$ cat src/design/uartHubPkg.sv
////////////////////////////////////////////////////////////
// UART receive hub shared definitions
// Sizes, AXI4-Lite channel bundles and FSM encodings
////////////////////////////////////////////////////////////
`default_nettype none

package uartHubPkg;

        localparam int NUM_CHANNELS   = 4;            // Serial channels
        localparam int DATA_BITS      = 8;            // Bits per character
        localparam int FIFO_ADDR_BITS = 4;            // 16 entries per FIFO
        localparam int OVERSAMPLE     = 16;           // Ticks per bit
        localparam int BAUD_DIV       = 4;            // Clocks per tick
        localparam int AXI_ADDR_BITS  = 8;
        localparam int AXI_DATA_BITS  = 32;
        localparam logic [AXI_ADDR_BITS-1:0] CTRL_ADDR = 8'h40;

        ////////////////////////////////////////////////////////////
        // Encodings
        ////////////////////////////////////////////////////////////
        typedef enum logic [1:0] {RX_IDLE, RX_START, RX_DATA, RX_STOP} rxState_e;
        typedef enum logic [1:0] {AXI_IDLE, POP_WAIT, READ_RESP, WRITE_RESP} axiState_e;
        typedef enum logic [1:0] {OKAY = 2'b00, SLVERR = 2'b10} axiResp_e;

        ////////////////////////////////////////////////////////////
        // Bundles
        ////////////////////////////////////////////////////////////
        typedef struct packed {
                logic                 valid;          // One cycle per good frame
                logic [DATA_BITS-1:0] data;
        } rxByte_t;

        // Bit order matches the status register layout
        typedef struct packed {
                logic full;
                logic halfFull;
                logic empty;
        } fifoStatus_t;

        typedef struct packed {
                logic                       awvalid;
                logic [AXI_ADDR_BITS-1:0]   awaddr;
                logic                       wvalid;
                logic [AXI_DATA_BITS-1:0]   wdata;
                logic [AXI_DATA_BITS/8-1:0] wstrb;
                logic                       bready;
                logic                       arvalid;
                logic [AXI_ADDR_BITS-1:0]   araddr;
                logic                       rready;
        } axiLiteReq_t;

        typedef struct packed {
                logic                     awready;
                logic                     wready;
                logic                     bvalid;
                axiResp_e                 bresp;
                logic                     arready;
                logic                     rvalid;
                logic [AXI_DATA_BITS-1:0] rdata;
                axiResp_e                 rresp;
        } axiLiteRsp_t;

endpackage

`default_nettype wire

$ cat src/design/baudGen.sv
////////////////////////////////////////////////////////////
// Baud tick generator
// One-cycle 16x oversample tick shared by all receivers
////////////////////////////////////////////////////////////
`timescale 1ns/1ps
`default_nettype none

module baudGen (
        input  logic clk,
        input  logic rst,
        output logic tick
);
        import uartHubPkg::*;

        localparam int DIV_BITS = $clog2(BAUD_DIV);
        localparam logic [DIV_BITS-1:0] DIV_LAST = DIV_BITS'(BAUD_DIV - 1);

        logic [DIV_BITS-1:0] divCount;                // Clocks since last tick

        always_ff @(posedge clk) begin
                if (rst) begin
                        divCount <= '0;
                        tick     <= 1'b0;
                end else begin
                        tick <= (divCount == DIV_LAST);   // Pulse on wrap
                        if (divCount == DIV_LAST)
                                divCount <= '0;
                        else
                                divCount <= divCount + 1'b1;
                end
        end

endmodule

`default_nettype wire

$ cat src/design/uartRx.sv
////////////////////////////////////////////////////////////
// UART frame receiver
// 16x oversampled 8N1 input, one byte out per good frame
////////////////////////////////////////////////////////////
`timescale 1ns/1ps
`default_nettype none

module uartRx (
        input  logic                clk,
        input  logic                rst,
        input  logic                tick,
        input  logic                rx,
        output uartHubPkg::rxByte_t rxByte
);
        import uartHubPkg::*;

        localparam int TICK_BITS = $clog2(OVERSAMPLE);
        localparam int BIT_BITS  = $clog2(DATA_BITS);
        localparam logic [TICK_BITS-1:0] MID_TICK  = TICK_BITS'(OVERSAMPLE/2 - 1);
        localparam logic [TICK_BITS-1:0] LAST_TICK = TICK_BITS'(OVERSAMPLE - 1);
        localparam logic [BIT_BITS-1:0]  LAST_BIT  = BIT_BITS'(DATA_BITS - 1);

        logic [1:0]           rxSync;                 // Two-flop synchronizer
        logic                 rxLast;                 // Previous synced level
        rxState_e             state;
        logic [TICK_BITS-1:0] tickCount;
        logic [BIT_BITS-1:0]  bitCount;
        logic [DATA_BITS-1:0] shiftReg;
        logic                 rxValid;
        logic                 bitDone;

        assign bitDone = tick && (tickCount == LAST_TICK);   // Middle of a bit

        // Line idles high
        always_ff @(posedge clk) begin
                if (rst) begin
                        rxSync <= 2'b11;
                        rxLast <= 1'b1;
                end else begin
                        rxSync <= {rxSync[0], rx};
                        rxLast <= rxSync[1];
                end
        end

        ////////////////////////////////////////////////////////////
        // Frame FSM
        ////////////////////////////////////////////////////////////
        always_ff @(posedge clk) begin
                if (rst) begin
                        state     <= RX_IDLE;
                        tickCount <= '0;
                        bitCount  <= '0;
                        rxValid   <= 1'b0;
                end else begin
                        rxValid <= 1'b0;
                        if (tick && state != RX_IDLE)
                                tickCount <= tickCount + 1'b1;
                        case (state)
                        RX_IDLE: begin
                                if (rxLast && !rxSync[1]) begin   // Falling start edge
                                        state     <= RX_START;
                                        tickCount <= '0;
                                end
                        end
                        RX_START: begin
                                if (tick && tickCount == MID_TICK) begin
                                        tickCount <= '0;
                                        bitCount  <= '0;
                                        state     <= rxSync[1] ? RX_IDLE : RX_DATA; // Glitch check
                                end
                        end
                        RX_DATA: begin
                                if (bitDone) begin
                                        bitCount <= bitCount + 1'b1;
                                        if (bitCount == LAST_BIT)
                                                state <= RX_STOP;
                                end
                        end
                        RX_STOP: begin
                                if (bitDone) begin
                                        rxValid <= rxSync[1];     // Bad stop bit drops the byte
                                        state   <= RX_IDLE;
                                end
                        end
                        default: state <= RX_IDLE;
                        endcase
                end
        end

        // LSB arrives first
        always_ff @(posedge clk) begin
                if (state == RX_DATA && bitDone)
                        shiftReg <= {rxSync[1], shiftReg[DATA_BITS-1:1]};
        end

        assign rxByte = {rxValid, shiftReg};

endmodule

`default_nettype wire

$ cat src/design/rxFifo.sv
////////////////////////////////////////////////////////////
// Receive FIFO
// Empty, half-full and full flags, registered pop data
// BIST mode freezes all state
////////////////////////////////////////////////////////////
`timescale 1ns/1ps
`default_nettype none

module rxFifo #(
        parameter int ADDR_BITS = uartHubPkg::FIFO_ADDR_BITS
) (
        input  logic                             clk,
        input  logic                             rst,
        input  uartHubPkg::rxByte_t              wrByte,
        input  logic                             pop,
        input  logic                             bistMode,
        output uartHubPkg::fifoStatus_t          status,
        output logic [uartHubPkg::DATA_BITS-1:0] dataOut
);
        import uartHubPkg::*;

        localparam int DEPTH = 2 ** ADDR_BITS;
        localparam logic [ADDR_BITS:0] FULL_COUNT = (ADDR_BITS+1)'(DEPTH);
        localparam logic [ADDR_BITS:0] HALF_COUNT = (ADDR_BITS+1)'(DEPTH/2);

        logic [DATA_BITS-1:0] mem [DEPTH];            // Circular buffer
        logic [ADDR_BITS-1:0] rdPtr;
        logic [ADDR_BITS-1:0] wrPtr;
        logic [ADDR_BITS:0]   count;                  // Entries held
        logic [ADDR_BITS:0]   countNext;
        logic                 doPush;
        logic                 doPop;

        assign doPush = wrByte.valid && !bistMode && (count != FULL_COUNT); // Drop when full
        assign doPop  = pop && !bistMode && (count != '0);

        // Push and pop together leave the count alone
        always_comb begin
                countNext = count;
                if (doPush && !doPop)
                        countNext = count + 1'b1;
                else if (doPop && !doPush)
                        countNext = count - 1'b1;
        end

        ////////////////////////////////////////////////////////////
        // Pointers and flags
        ////////////////////////////////////////////////////////////
        always_ff @(posedge clk) begin
                if (rst) begin
                        rdPtr  <= '0;
                        wrPtr  <= '0;
                        count  <= '0;
                        status <= '{full: 1'b0, halfFull: 1'b0, empty: 1'b1};
                end else begin
                        if (doPush)
                                wrPtr <= wrPtr + 1'b1;
                        if (doPop)
                                rdPtr <= rdPtr + 1'b1;
                        count           <= countNext;
                        status.empty    <= (countNext == '0);
                        status.halfFull <= (countNext >= HALF_COUNT);
                        status.full     <= (countNext == FULL_COUNT);
                end
        end

        // Storage and pop register
        always_ff @(posedge clk) begin
                if (doPush)
                        mem[wrPtr] <= wrByte.data;
                if (doPop)
                        dataOut <= mem[rdPtr];        // Held when empty
        end

endmodule

`default_nettype wire

$ cat src/design/axiLiteRegs.sv
////////////////////////////////////////////////////////////
// AXI4-Lite register block
// Per-channel data and status registers, BIST control bit
////////////////////////////////////////////////////////////
`timescale 1ns/1ps
`default_nettype none

module axiLiteRegs (
        input  logic                                                   clk,
        input  logic                                                   rst,
        input  uartHubPkg::axiLiteReq_t                                axiReq,
        output uartHubPkg::axiLiteRsp_t                                axiRsp,
        input  uartHubPkg::fifoStatus_t [uartHubPkg::NUM_CHANNELS-1:0] status,
        input  logic [uartHubPkg::NUM_CHANNELS-1:0][uartHubPkg::DATA_BITS-1:0] fifoData,
        output logic [uartHubPkg::NUM_CHANNELS-1:0]                    pop,
        output logic                                                   bistMode
);
        import uartHubPkg::*;

        localparam int CH_BITS = $clog2(NUM_CHANNELS);

        axiState_e                state;
        logic                     wrFire;             // AW and W accepted
        logic                     rdFire;             // AR accepted
        logic [CH_BITS-1:0]       arChan;
        logic                     arInChan;           // Address hits a channel register
        logic [CH_BITS-1:0]       rdChan;
        logic                     rdFromFifo;         // Return popped byte
        logic [AXI_DATA_BITS-1:0] rdataReg;
        axiResp_e                 bresp;
        axiResp_e                 rresp;

        ////////////////////////////////////////////////////////////
        // Handshake and decode
        ////////////////////////////////////////////////////////////
        assign wrFire   = (state == AXI_IDLE) && axiReq.awvalid && axiReq.wvalid;
        assign rdFire   = (state == AXI_IDLE) && axiReq.arvalid && !wrFire; // Write first
        assign arChan   = axiReq.araddr[3 +: CH_BITS];             // 8 bytes per channel
        assign arInChan = (axiReq.araddr < AXI_ADDR_BITS'(NUM_CHANNELS * 8)) &&
                          (axiReq.araddr[1:0] == 2'b00);

        always_comb begin
                axiRsp         = '0;
                axiRsp.awready = wrFire;
                axiRsp.wready  = wrFire;
                axiRsp.bvalid  = (state == WRITE_RESP);
                axiRsp.bresp   = bresp;
                axiRsp.arready = rdFire;
                axiRsp.rvalid  = (state == READ_RESP);
                axiRsp.rdata   = rdFromFifo ? AXI_DATA_BITS'(fifoData[rdChan]) : rdataReg;
                axiRsp.rresp   = rresp;
        end

        ////////////////////////////////////////////////////////////
        // Response FSM
        ////////////////////////////////////////////////////////////
        always_ff @(posedge clk) begin
                if (rst) begin
                        state      <= AXI_IDLE;
                        pop        <= '0;
                        bistMode   <= 1'b0;
                        rdFromFifo <= 1'b0;
                end else begin
                        pop <= '0;                    // Single-cycle strobe
                        case (state)
                        AXI_IDLE: begin
                                if (wrFire) begin
                                        state <= WRITE_RESP;
                                        bresp <= SLVERR;  // Only control is writable
                                        if (axiReq.awaddr == CTRL_ADDR) begin
                                                bresp <= OKAY;
                                                if (axiReq.wstrb[0])
                                                        bistMode <= axiReq.wdata[0];
                                        end
                                end else if (rdFire) begin
                                        rdChan     <= arChan;
                                        rresp      <= OKAY;
                                        rdataReg   <= '0;
                                        rdFromFifo <= 1'b0;
                                        state      <= READ_RESP;
                                        if (arInChan && !axiReq.araddr[2]) begin // Data
                                                state <= POP_WAIT;
                                                if (!status[arChan].empty) begin
                                                        pop[arChan] <= 1'b1;
                                                        rdFromFifo  <= 1'b1;
                                                end  // Empty reads zero
                                        end else if (arInChan) begin      // Status
                                                rdataReg <= AXI_DATA_BITS'(status[arChan]);
                                        end else if (axiReq.araddr == CTRL_ADDR) begin
                                                rdataReg <= AXI_DATA_BITS'(bistMode);
                                        end else begin
                                                rresp <= SLVERR;
                                        end
                                end
                        end
                        POP_WAIT:   state <= READ_RESP;   // FIFO loads dataOut
                        READ_RESP:  if (axiReq.rready) state <= AXI_IDLE;
                        WRITE_RESP: if (axiReq.bready) state <= AXI_IDLE;
                        default:    state <= AXI_IDLE;
                        endcase
                end
        end

endmodule

`default_nettype wire

$ cat src/design/uartRxHub.sv
////////////////////////////////////////////////////////////
// Four-channel UART receive hub
// Receivers and FIFOs per channel, drained over AXI4-Lite
////////////////////////////////////////////////////////////
`timescale 1ns/1ps
`default_nettype none

module uartRxHub (
        input  logic                                clk,
        input  logic                                rst,
        input  logic [uartHubPkg::NUM_CHANNELS-1:0] rx,
        input  uartHubPkg::axiLiteReq_t             axiReq,
        output uartHubPkg::axiLiteRsp_t             axiRsp
);
        import uartHubPkg::*;

        logic                                   tick;         // Shared 16x tick
        rxByte_t                                rxByte [NUM_CHANNELS];
        fifoStatus_t [NUM_CHANNELS-1:0]         fifoStatus;
        logic [NUM_CHANNELS-1:0][DATA_BITS-1:0] fifoData;
        logic [NUM_CHANNELS-1:0]                pop;
        logic                                   bistMode;     // Freezes every FIFO

        baudGen i_baudGen (.clk(clk), .rst(rst), .tick(tick));

        ////////////////////////////////////////////////////////////
        // Per-channel receive path
        ////////////////////////////////////////////////////////////
        for (genvar ch = 0; ch < NUM_CHANNELS; ch++) begin : gChannel
                uartRx i_uartRx (
                        .clk(clk), .rst(rst), .tick(tick),
                        .rx(rx[ch]), .rxByte(rxByte[ch])
                );

                rxFifo #(.ADDR_BITS(FIFO_ADDR_BITS)) i_rxFifo (
                        .clk(clk), .rst(rst),
                        .wrByte(rxByte[ch]), .pop(pop[ch]), .bistMode(bistMode),
                        .status(fifoStatus[ch]), .dataOut(fifoData[ch])
                );
        end

        axiLiteRegs i_axiLiteRegs (
                .clk(clk), .rst(rst),
                .axiReq(axiReq), .axiRsp(axiRsp),
                .status(fifoStatus), .fifoData(fifoData),
                .pop(pop), .bistMode(bistMode)
        );

endmodule

`default_nettype wire

$ cat config.mk
export PLATFORM = sky130hd
export DESIGN_NAME = uartRxHub
export DESIGN_NICKNAME = d
export VERILOG_FILES = /design/src/design/uartHubPkg.sv /design/src/design/baudGen.sv /design/src/design/uartRx.sv /design/src/design/rxFifo.sv /design/src/design/axiLiteRegs.sv /design/src/design/uartRxHub.sv
export SDC_FILE = /design/constraint.sdc
export NUM_CORES = 1
export LEC_CHECK = 0
export BUFFER_PORTS_ARGS = -buffer_cell sky130_fd_sc_hd__clkbuf_2
export CAP_MARGIN = 20
export CORE_MARGIN = 2
export CORE_UTILIZATION = 45
export DETAILED_ROUTE_END_ITERATION = 8
export PLACE_DENSITY = 0.61
export SETUP_SLACK_MARGIN = 0.1
export SYNTH_ARGS = -nofsm -noshare
export SYNTH_HDL_FRONTEND = slang
export SYNTH_SLANG_ARGS = --single-unit
$ cat constraint.sdc
create_clock -name clk -period 4.3 [get_ports clk]
set_input_delay 0 -clock clk [delete_from_list [all_inputs] [get_ports clk]]
set_output_delay 0 -clock clk [all_outputs]
set_load 0.02 [all_outputs]
Yosys cells after proc, flatten, opt, wreduce, memory -nomap -nowiden --
Memory sizes are Yosys's and may differ from the RTL's. A register that Yosys moved wholly into a read port is not among the register bits. Cells that the tools add are included.
Storage, ports and cells: memories 4, bits in writable memories 512, flip-flop bits (word level) 197, input bits 63
Operators by class: magnitude comparators 8, bitwise operators 13, $add $sub $neg 25, reductions and logical operators 108, equality and inequality tests 61, muxes and demuxes 91
Memories:
- gChannel[0].i_rxFifo.mem | words 16, width 8, rd ports 1, clocked after memory_dff 1, write ports 1, line rxFifo.sv:26 | logic [DATA_BITS-1:0] mem [DEPTH];
- gChannel[1].i_rxFifo.mem | words 16, width 8, rd ports 1, clocked after memory_dff 1, write ports 1, line rxFifo.sv:26
- gChannel[2].i_rxFifo.mem | words 16, width 8, rd ports 1, clocked after memory_dff 1, write ports 1, line rxFifo.sv:26
- gChannel[3].i_rxFifo.mem | words 16, width 8, rd ports 1, clocked after memory_dff 1, write ports 1, line rxFifo.sv:26
Operators by type and width (count):
- 2-to-1 mux 2 bit | 31
- logical AND 1 bit | 51
- adder 4 x 1 -> 4 bit (second input constant) | 12
- 2-to-1 mux 4 bit | 12
- 2-to-1 mux 5 bit | 8
- inequality test 2 x 1 -> 1 bit (second input constant) | 20
- one-hot mux 2 bit (4 select lines) | 5
- 2-to-1 mux 32 bit | 1
- one-hot mux 4 bit (2 select lines) | 4
- 2-to-1 mux 3 bit | 10
- one-hot mux 3 bit (2 select lines) | 4
- equality test 2 bit (second input constant) | 11
- AND reduction 3 bit | 7
- adder 5 x 1 -> 5 bit (second input constant) | 4
- equality test 5 bit (second input constant) | 4
- greater-or-equal comparator 5 x 4 -> 1 bit (second input constant) | 4
- logical NOT 5 bit | 4
- inequality test 5 bit (second input constant) | 4
- AND reduction 5 bit | 4
- nonzero test 5 bit | 4
- subtractor 5 x 1 -> 5 bit (second input constant) | 4
- binary-select mux 8 bit (select 2 bit) | 1
- equality test 4 x 3 -> 1 bit (second input constant) | 4
- equality test 4 bit (second input constant) | 4
- 22 further kinds | 89

Depth between registers and ports, before layout --
Gate-level depths: netlist of the first run.
depth in word-level cells 8, mapped depth 9, depth with buffers taken out 8

Hierarchy --
From an unflattened synthesis of the first run, not the netlist that was laid out.
Unflattened totals: cells, all modules 1655, area total of the unflattened synthesis 29099.2 µm²
By module, submodules not included:
- rxFifo at gChannel[1].i_rxFifo ... | instances 3, cells an instance 307, area an instance 6050.8 µm², sequential area each 4404.2 µm²
- rxFifo at gChannel[0].i_rxFifo | instances 1, cells an instance 298, area an instance 6078.3 µm², sequential area each 4404.2 µm²
- uartRx at gChannel[0].i_uartRx ... | instances 3, cells an instance 77, area an instance 860.8 µm², sequential area each 500.5 µm²
- axiLiteRegs | instances 1, cells an instance 120, area an instance 1261.2 µm², sequential area each 370.4 µm²
- uartRx at gChannel[2].i_uartRx | instances 1, cells an instance 78, area an instance 920.9 µm², sequential area each 500.5 µm²
- baudGen | instances 1, cells an instance 7, area an instance 103.8 µm², sequential area each 60.1 µm²

Least setup slack after synthesis of the first run --
Ideal clock, no wire load.
path kind register to register, from register gChannel[2].i_rxFifo.count[0], to memory gChannel[2].i_rxFifo.mem[3][0], enable pin, buffers on the path 2, period minus slack after synthesis 2586 ps, arrival time 2203 ps, stages on the path, launching flop included 9, setup time 383 ps, setup slack 1714 ps, cell sequence dfxtp_1 inv_1 ha_1 nand4bb_1 and2_1 clkbuf_1 clkbuf_1 nand2_1 nor3_1
On the way: word-level cells in the longest chain between the ends 4
Ends and longest elaborated chain:
- start, declared | line rxFifo.sv:29 | logic [ADDR_BITS:0] count;
- start signal, assigned | line rxFifo.sv:60 | count <= countNext;
- inequality test 5 bit | line rxFifo.sv:34 | assign doPush = wrByte.valid && !bistMode && (count != FULL_COUNT);
- logical AND 1 bit | line rxFifo.sv:34
- 2-to-1 mux 1 bit | line rxFifo.sv:69 | if (doPush)
- 2-to-1 mux 1 bit (implied by the code) | line rxFifo.sv:70 | mem[wrPtr] <= wrByte.data;
- end, declared | line rxFifo.sv:26
No other way between the ends.

Final worst setup path of the first run --
from register gChannel[0].i_rxFifo.count[0], to memory gChannel[0].i_rxFifo.mem[12][6], enable pin
On the way: word-level cells in the longest chain between the ends 4
Ends and longest elaborated chain (line):
- start, declared | rxFifo.sv:29
- start signal, assigned | rxFifo.sv:60
- inequality test 5 bit | rxFifo.sv:34
- logical AND 1 bit | rxFifo.sv:34
- 2-to-1 mux 1 bit | rxFifo.sv:69
- 2-to-1 mux 1 bit (implied by the code) | rxFifo.sv:70
- end, declared | rxFifo.sv:26
No other way between the ends.

==> results summary, run 1 <==
The delay of the slowest cell on the worst path is 0.73 ns. The total area inside the core boundary comes to 62,970 µm². The leakage power summed over all cells is 10.44 nW. The count of H-tree levels built during CTS is 3. In this run the register-to-register setup slack is 1.47 ns. The routed length per placed instance came out at 21.66 µm. The CTS sink count is 710. In this run the worst hold path is classified as in2reg. The commonest non-fill, non-tap cell in the layout is edfxtp_1. Walking the worst path, the cells encountered are inv_1, ha_1, and4bb_2, nor2_1, nand2_1, nor2_1. The register bit count reported by yosys is 710.

STA classifies the critical path endpoint as a flop. The die extent in x came out at 256.3 µm. In the synthesized netlist the dominant register cell turns out to be edfxtp_1.

The library cells used most frequently in the layout, excluding fill and tap cells, are edfxtp_1, mux4_2, nor2_1, dfxtp_1, clkbuf_16. The number of diodes added for antenna fixing is 0. Setup slack closes at 1.469 ns.

The most numerous cell type found on the critical path is nor2_1. The netlist area before placement came out at 28,650 µm². The post-route DRC violation count came out at 0. The flow ran to the end, and the final reports show no timing, DRC or antenna violations. The sequential area share after synthesis came out at 0.6998. The cell family contributing the most delay on the critical path is simple AND/OR/NAND/NOR gates. The slowest cell on the critical path is nor2_1. The fraction of layout instances using a drive strength above 1 came out at 0.2206. The first-pass GRT wire length is 87,980 µm. For this design the top-level I/O count stands at 104. In the global route stage, overall resource usage came out at 0.1774. A synthesized cell averages 17.27 µm². The slew at the pin closest to its max-slew limit came out at 0.9979 ns. After synthesis, the share of flip-flops with an asynchronous set or reset is 0.

The startpoint type of the worst setup path is a flop. The full die area came out at 65,700 µm². Dividing the final minimum period by the clock period gives 0.6583.

The number of endpoints with negative hold slack in the final report is 0. The placed wire-length estimate after detailed placement came out at 36,790 µm. For this design the ratio of total power to cell area is 430.3 nW/µm². The average via count per standard cell came out at 5.447.

The count of buffers from port buffering came out at 43. The largest fanout of any net on the critical path came out at 8. At the later pin of the worst-skew pair, clock insertion delay measures 0.61 ns. The final setup skew is 0.01883 ns. The worst endpoint data arrival time is 3.07 ns. The endpoint required time on the critical path came out at 4.53 ns. The count of final setup violators is 0.

The area growth from synthesis to layout is 13.21%. Yosys mapped a number of flops with a built-in enable equal to 583. The placed instances occupy a cell area of 29,700 µm². The total number of placement rows came out at 92. Once detail routing completed, the nets flagged for antenna violations numbered 0. TritonCTS built the clock tree. The Yosys warning count is 0. The distinct cell type count of the synthesized netlist is 71. The clock transition at the registers of the reported paths is 0.06 ns. The net count of the finished layout is 1,877. The total number of vias came out at 14,510. The worst ir drop on vdd came out at 0.0002720 V.

Once layout is done, the placed cells without fillers occupy 32,430 µm². The largest net degree at the start of global routing is 54. The DRC marker count from the first detailed-route iteration is 1,204. The max-cap violation count is 0.

Routability-driven placement finished with a final weighted congestion of 0.7612. The routed wire length is 57,710 µm. The CTS buffer count came out at 76.

Setup repair after global routing left no endpoint under its margin. The critical path buffer and inverter count came out at 1. The final count of pins violating max slew is 0.

Clock tree synthesis selected as its root buffer the cell clkbuf_16. The initial antenna violation count is 3. From bottom edge to top edge, the die measures 256.3 µm.

The achievable clock frequency came out at 353.3 MHz. The placement-stage worst setup slack is 1.446 ns. The number of instances resized during post-cts repair came out at 0.

Counting along the longest clock path gives a buffer depth of 3. The starting density of the core came out at 0.4550. The headroom to the max-slew limit came out at 0.3323. The post-synthesis instance total is 1,659. Counting I/O delays and the setup requirement, the final critical path takes 2.831 ns. The number of detailed-route iterations in the first pass is 5. The total overflow left after global routing is 0. The worst setup path is of the reg2reg kind. The number of global-route vias before repair is 14,470. The final setup TNS came out at 0 ns.
==> cells by family (layout without fill, tap and decap cells) <==
family | Yosys count | count (layout) | share of synthesized area
DFF | 710 | 710 | 0.6998
and+or+nand+nor | 386 | 386 | 0.06848
muxes | 190 | 190 | 0.1414
buffers and inverters | 155 | 289 | 0.02511
AOI/OAI and AO/OA | 112 | 112 | 0.02555
adders and majority gates | 57 | 57 | 0.02489
xor gates and xnor gates | 48 | 48 | 0.01467
other | 1 | 26 | 0.0001309
==> routing by layer <==
metal / track usage / vias up / wire [µm]
li1: - / 6625 / -
met1: 0.2503 / 7465 / 25920
met2: 0.2835 / 321 / 27670
met3: 0.03292 / 95 / 2982
met4: 0.05068 / 6 / 1089
met5: 0 / - / 41
==> synthesized netlist by cell type, types with 3 or more instances <==
cell | instances | area share
a211o_1 | 3 | 0.00092
a211oi_1 | 11 | 0.0029
a21oi_1 | 36 | 0.0063
a22oi_1 | 5 | 0.0013
a311oi_1 | 4 | 0.0012
and2_1 | 16 | 0.0035
buf_1 | 13 | 0.0017
buf_2 | 15 | 0.0026
buf_4 | 29 | 0.0076
clkbuf_1 | 50 | 0.0066
dfxtp_1 | 127 | 0.089
edfxtp_1 | 583 | 0.61
ha_1 | 57 | 0.025
inv_1 | 43 | 0.0056
mux2_2 | 7 | 0.0028
mux2i_1 | 12 | 0.0042
mux4_2 | 171 | 0.13
nand2_1 | 76 | 0.010
nand2b_1 | 17 | 0.0037
nand3_1 | 14 | 0.0024
nand4_1 | 30 | 0.0066
nand4bb_1 | 3 | 0.0012
nor2_1 | 123 | 0.016
nor2b_1 | 18 | 0.0039
nor3_1 | 34 | 0.0059
nor4_1 | 8 | 0.0017
o211ai_1 | 7 | 0.0018
o21ai_0 | 21 | 0.0037
o221ai_1 | 3 | 0.00092
o22ai_1 | 3 | 0.00066
o41ai_1 | 5 | 0.0015
or2_0 | 3 | 0.00066
or2_2 | 14 | 0.0031
or3_1 | 5 | 0.0011
xnor2_1 | 18 | 0.0055
xor2_1 | 30 | 0.0092
==> what timing repair did <==
action / 4_1_cts / 5_1_grt
endpoints found under the setup margin: 0 / 0
hold buffers: 32 / 0
buffers inserted: 0 / 0
endpoints found under the hold margin: 53 / 0
==> flip-flops by register name (all words and copies together), names as in the netlist, 2 cells and up, named ones only <==
register and count:
gChannel.i_uartRx.bitCount 12, gChannel.i_uartRx.tickCount 16, i_baudGen.divCount 2, i_axiLiteRegs.rdataReg 3, gChannel.i_rxFifo.dataOut 32, i_axiLiteRegs.pop 4, gChannel.i_uartRx.rxValid 4, gChannel.i_rxFifo.mem 512
gChannel.i_rxFifo.count 20, gChannel.i_rxFifo.rdPtr 16, gChannel.i_uartRx.state 4, i_axiLiteRegs.rdChan 2, i_axiLiteRegs.state 2, gChannel.i_rxFifo.wrPtr 16, gChannel.i_uartRx.shiftReg 32, gChannel.i_uartRx.rxLast 4
gChannel.i_rxFifo.status 12, gChannel.i_uartRx.rxSync 8
==> path summary, 6_finish.rpt <==
| kind | from | to | depth (start not counted) |
|---|---|---|---|
| worst max-delay path | gChannel[0].i_rxFifo.count[0] | gChannel[0].i_rxFifo.mem[12][6] | 6 |
| worst min register to register | gChannel[2].i_uartRx.rxSync[0] | gChannel[2].i_uartRx.rxSync[1] | 1 |
| worst min-delay path | axiReq[47] | i_axiLiteRegs.pop[2] | 5 |
| worst max register to register | gChannel[0].i_rxFifo.count[0] | gChannel[0].i_rxFifo.mem[12][6] | 6 |
==> report_power, final <==
group          switching [mW]  total (mW)  internal, mW
Combinational           0.174       0.287         0.113
Sequential             0.0268        7.39          7.36
Clock                    2.67        6.28          3.61
Total                    2.87        14.0          11.1
==> per-stage QoR <==
stage               hold WS [ns]  utilization  cells  power (mW)
floorplan                0.09887            -   1684       7.747
global placement          0.1829       0.4717   2493       7.787
detailed placement        0.1864       0.4717   2493       7.797
CTS                      0.08104       0.5151   2664       14.09
global route              0.1001       0.5151   2664       14.38
finish                   0.08760       0.5151   2664       13.96
==> worst register-to-register path, delay by kind of cell (launching register included) <==
family,cells,cell delay [ns]
flops,1,0.42
buf+inv,1,0.10
simple gates,4,1.69
fa+ha+maj,1,0.24
==> final cells by class <==
cell class / instances / area, µm²
well taps: 846 / 1059
repair buffers: 105 / 763.2
multi-input cells: 819 / 7975
clock buffers: 96 / 2064
fillers: 5118 / 30530
inverters: 45 / 168.9
flip-flops and latches: 710 / 20050
clock inverters: 43 / 350.3
(Power assumes the default switching activity.)
==> run 2, diff against run 1 <==
ABC_AREA = 1   (was default)
PLACE_DENSITY = 0.63   (was 0.61)
clock period = 2.5 ns   (was 4.3 ns; I/O delays follow)
==> results summary, run 2 <==
The total number of vias is 19,520 (+35%). The register bit count reported by yosys came out at 710 (unchanged). The final cycle utilization of the critical path is 0.9135.

The fraction of layout instances using a drive strength above 1 came out at 0.1306 (-0.08996). The maximum number of buffers from clock root to sink came out at 3 (unchanged). The number of global-route vias before repair is 18,840 (+30%). The die extent in x came out at 260.4 µm (+1.6%). The proportion of register bits with asynchronous set or reset after synthesis was 0 (unchanged).

The largest fanout of any net on the critical path came out at 9 (+1). Setup repair after global routing left no endpoint under its margin. The placed wire-length estimate after detailed placement came out at 42,230 µm (+15%). The per-instance average area after synthesis is 11.82 µm² (-32%). The area share of the largest cell type after synthesis is 0.5917 (-0.01940). The routed wire length came to 65,990 µm (+14%). The CTS sink count came out at 710 (unchanged).

Yosys instantiated no cell more often than edfxtp_1. The final setup skew was 0.01624 ns (-0.002583 ns). For hold timing, the worst endpoint is gChannel[1].i_uartRx.rxSync[0]. The met1 global-route usage is 0.2734 (+0.02311). The number of top-level pins is 104 (unchanged).

The slew at the pin closest to its max-slew limit is 0.8166 ns (-0.1813 ns). The fraction of met3 tracks used by global routing was 0.03273 (-0.0001870). The library cell used most frequently in the layout, excluding fill and tap cells, is edfxtp_1. The post-route cell area is 33,800 µm² (+4.2%). The power per cell area came out at 716.3 nW/µm² (+66%). The remaining number of nets flagged by the antenna check after routing is 0 (unchanged). The largest net degree at the start of global routing is 67 (+24%). The slack of the worst reg-to-reg path came to 0.43 ns (-1.04 ns).

STA classifies the critical path startpoint as a flop. The total placed instance area is 31,020 µm² (+4.5%). The number of flops mapped to enable cells by yosys is 583 (unchanged). The library cells used most frequently in the layout, excluding fill and tap cells, are edfxtp_1, nor2_1, o21ai_0.

The number of diodes added for antenna fixing came out at 0 (unchanged). The slowest stage of the critical path belongs to the cell edfxtp_1. The routed length per placed instance came to 18.54 µm (-14%). The area overhead of the layout relative to synthesis came out at 14.22%. The post-route DRC violation count came out at 0 (unchanged).

The floorplan die height came out at 260.4 µm (+1.6%). The endpoint class of the critical path is an output port. The setup path with the least slack is of type reg2out.

Walking the worst path, the cells encountered are inv_1, nor2_1, o21ai_0, a31oi_1, clkbuf_2. The final count of pins violating max slew came out at 0 (unchanged). The number of instances on the worst hold path is 3 (-2). The run finished with clean final reports.

The leakage power summed over all cells is 11.94 nW (+14%). The top cell family by delay on the critical path is flip-flops. The worst endpoint data arrival time is 2.28 ns (-0.79 ns). The minimum clock period after layout is 2.284 ns. The number of endpoints with negative hold slack in the final report is 0 (unchanged).

The count of buffers from port buffering is 43 (unchanged). The full die area is 67,820 µm² (+3.2%). The met2 global-route usage is 0.3125 (+0.02900). The worst ir drop on vdd came out at 0.0004462 V (+64%). Yosys attributes the largest share of cell area to edfxtp_1, dfxtp_1, nor2_1.

The count of H-tree levels built during CTS came out at 3 (unchanged). After synthesis, the most frequently instantiated cells are edfxtp_1, nor2_1, o21ai_0, nand2_1, dfxtp_1. The placement-stage worst setup slack came out at 0.5339 ns (-0.9121 ns). The CTS buffer count is 73 (-3.9%).

After global routing, the most crowded layer is met2. The tree is rooted in a clkbuf_16. The capture point of the worst reg-to-reg path is i_axiLiteRegs.pop[2]. The initial antenna violation count came out at 1 (-2). The total congestion overflow was 0 (unchanged). The net total in the final layout is 2,754 (+47%).

The Yosys warning count came out at 0 (unchanged). The DRC marker count from the first detailed-route iteration is 1,500 (+25%). The register ranked first by flip-flop count is gChannel.i_rxFifo.mem. The overall fraction of global-route tracks in use was 0.1954 (+0.01797). The source of the worst hold timing path is rx[1]. The number of flip-flops under the largest register name came to 512 (unchanged).

The clock transition at the registers of the reported paths is 0.06 ns (about the same). In the final layout, the registers with the most flip-flops are gChannel.i_rxFifo.mem: 512 flops, gChannel.i_rxFifo.dataOut: 32 flops, gChannel.i_uartRx.shiftReg: 32 flops. The netlist area before placement came to 29,590 µm² (+3.3%). The starting density of the core came out at 0.4525 (-0.002520). The final estimated routing congestion in global placement is 0.8264 (+8.6%).

In this run the worst hold path is classified as in2reg. The average via count per standard cell was 5.485 (+0.68%). The startpoint identified for the worst register-to-register timing path is i_axiLiteRegs.state[0]. The placeable core area is 65,390 µm² (+3.9%). The delay of the slowest cell on the worst path was 0.55 ns (-0.18 ns). The biggest area contributor in the post-synthesis netlist is edfxtp_1. The endpoint required time on the critical path was 2.50 ns (-2.03 ns). The worst-skew pair later-pin latency is 0.61 ns (about the same). The first-pass GRT wire length is 103,500 µm (+18%). The sequential area share after synthesis came out at 0.6776 (-0.02222). The distinct cell type count of the synthesized netlist came out at 46 (-35%). The total number of placement rows came out at 94 (+2.2%).

Static timing analysis puts the maximum clock frequency at 437.9 MHz. The max-cap violation count is 0 (unchanged). The headroom to the max-slew limit was 0.4550 (+0.1227). The final setup TNS came out at 0 ns (unchanged). The count of final setup violators came out at 0 (unchanged). The dominant register cell in the synthesized netlist is edfxtp_1.

TritonCTS built the clock tree. The critical path buffer and inverter count is 2 (+1). The post-synthesis instance total came to 2,504 (+51%). The number of detailed-route iterations in the first pass came out at 8 (+3).

The path depth of the worst reg2reg path came to 8 (+2). The smallest setup slack after layout came out at 0.2162 ns (-1.253 ns).
-- run 2: changes by cell type in the layout (fill, tap and decap cells not counted), moves of 18 or more --
cell	delta
nand2_1	+137
o211ai_1	+20
mux4_2	-171
nor3_1	-23
buf_4	+75
xnor2_1	-18
inv_1	+76
nor2_1	+301
o21ai_0	+283
a21oi_1	+46
o22ai_1	+28
nand3_1	+69
o221ai_1	+96
-- run 2: worst min-delay path, stage by stage --
cell and delay, ns:
dlygate4sd3_1 0.52, clkbuf_2 0.09, or2_2 0.08
-- run 2: worst max-delay path by stage --
stage / cells past startpoint / endpoint / start
after floorplan: 7 / gChannel[1].i_rxFifo.mem[15][0] / gChannel[1].i_rxFifo.count[0]
after global placement: 8 / gChannel[1].i_rxFifo.mem[15][6] / gChannel[1].i_rxFifo.count[0]
after detailed placement: 8 / gChannel[1].i_rxFifo.mem[15][3] / gChannel[1].i_rxFifo.count[0]
after CTS: 8 / i_axiLiteRegs.bistMode / i_axiLiteRegs.state[0]
after global routing: 11 / i_axiLiteRegs.pop[2] / axiReq[6]
final: 5 / axiRsp[4] / i_axiLiteRegs.rdChan[1]
-- run 2: layout make-up --
type	instances	area [µm²]
Sequential cell	710	20050
Clock buffer	99	2092
Inverter	143	571.8
Timing Repair Buffer	179	1326
Multi-Input combinational cell	1527	8346
Clock inverter	37	327.8
Fill cell	5545	31590
Tap cell	864	1081
-- run 2: repair_timing --
item                                    CTS  global route
resized for setup                         0             6
gates cloned                              0             0
hold buffers                             31             0
buffers inserted                          3             2
endpoints found under the setup margin    3             3
endpoints found under the hold margin    50             0
pin swaps                                 0             1
-- run 2: layer usage --
layer / vias to the layer above / wire, µm
li1: 9233 / -
met4: 2 / 1487
met3: 106 / 4129
met1: 9538 / 29360
met5: - / 13
met2: 641 / 31000
-- run 2: logic make-up (layout without fill, tap and decap cells) --
logic type,after synthesis,in the layout,share of synthesized area
simple gates,840,840,0.1286
flops,710,710,0.6776
compound gates,581,581,0.1187
buf+inv,292,458,0.04415
fa+ha+maj,57,57,0.02410
xor+xnor,23,23,0.006808
other cells,1,26,0.0001267
-- run 2: power by group --
part           internal, mW  switching [mW]  leakage [nW]
combinational         0.219           0.419          4.48
clock                  6.49            4.36          1.18
sequential             12.7          0.0489          6.27
total                  19.4            4.83          11.9
-- run 2: through the flow --
stage	util	power, mW	cells	hold slack [ns]
2_1_floorplan	-	13.44	2529	0.07931
3_3_place_gp	0.4744	13.53	3388	0.1834
3_5_place_dp	0.4744	13.56	3388	0.1864
4_1_cts	0.5165	24.40	3558	0.1017
5_1_grt	0.5169	24.96	3559	0.1278
6_report	0.5169	24.21	3559	0.1195
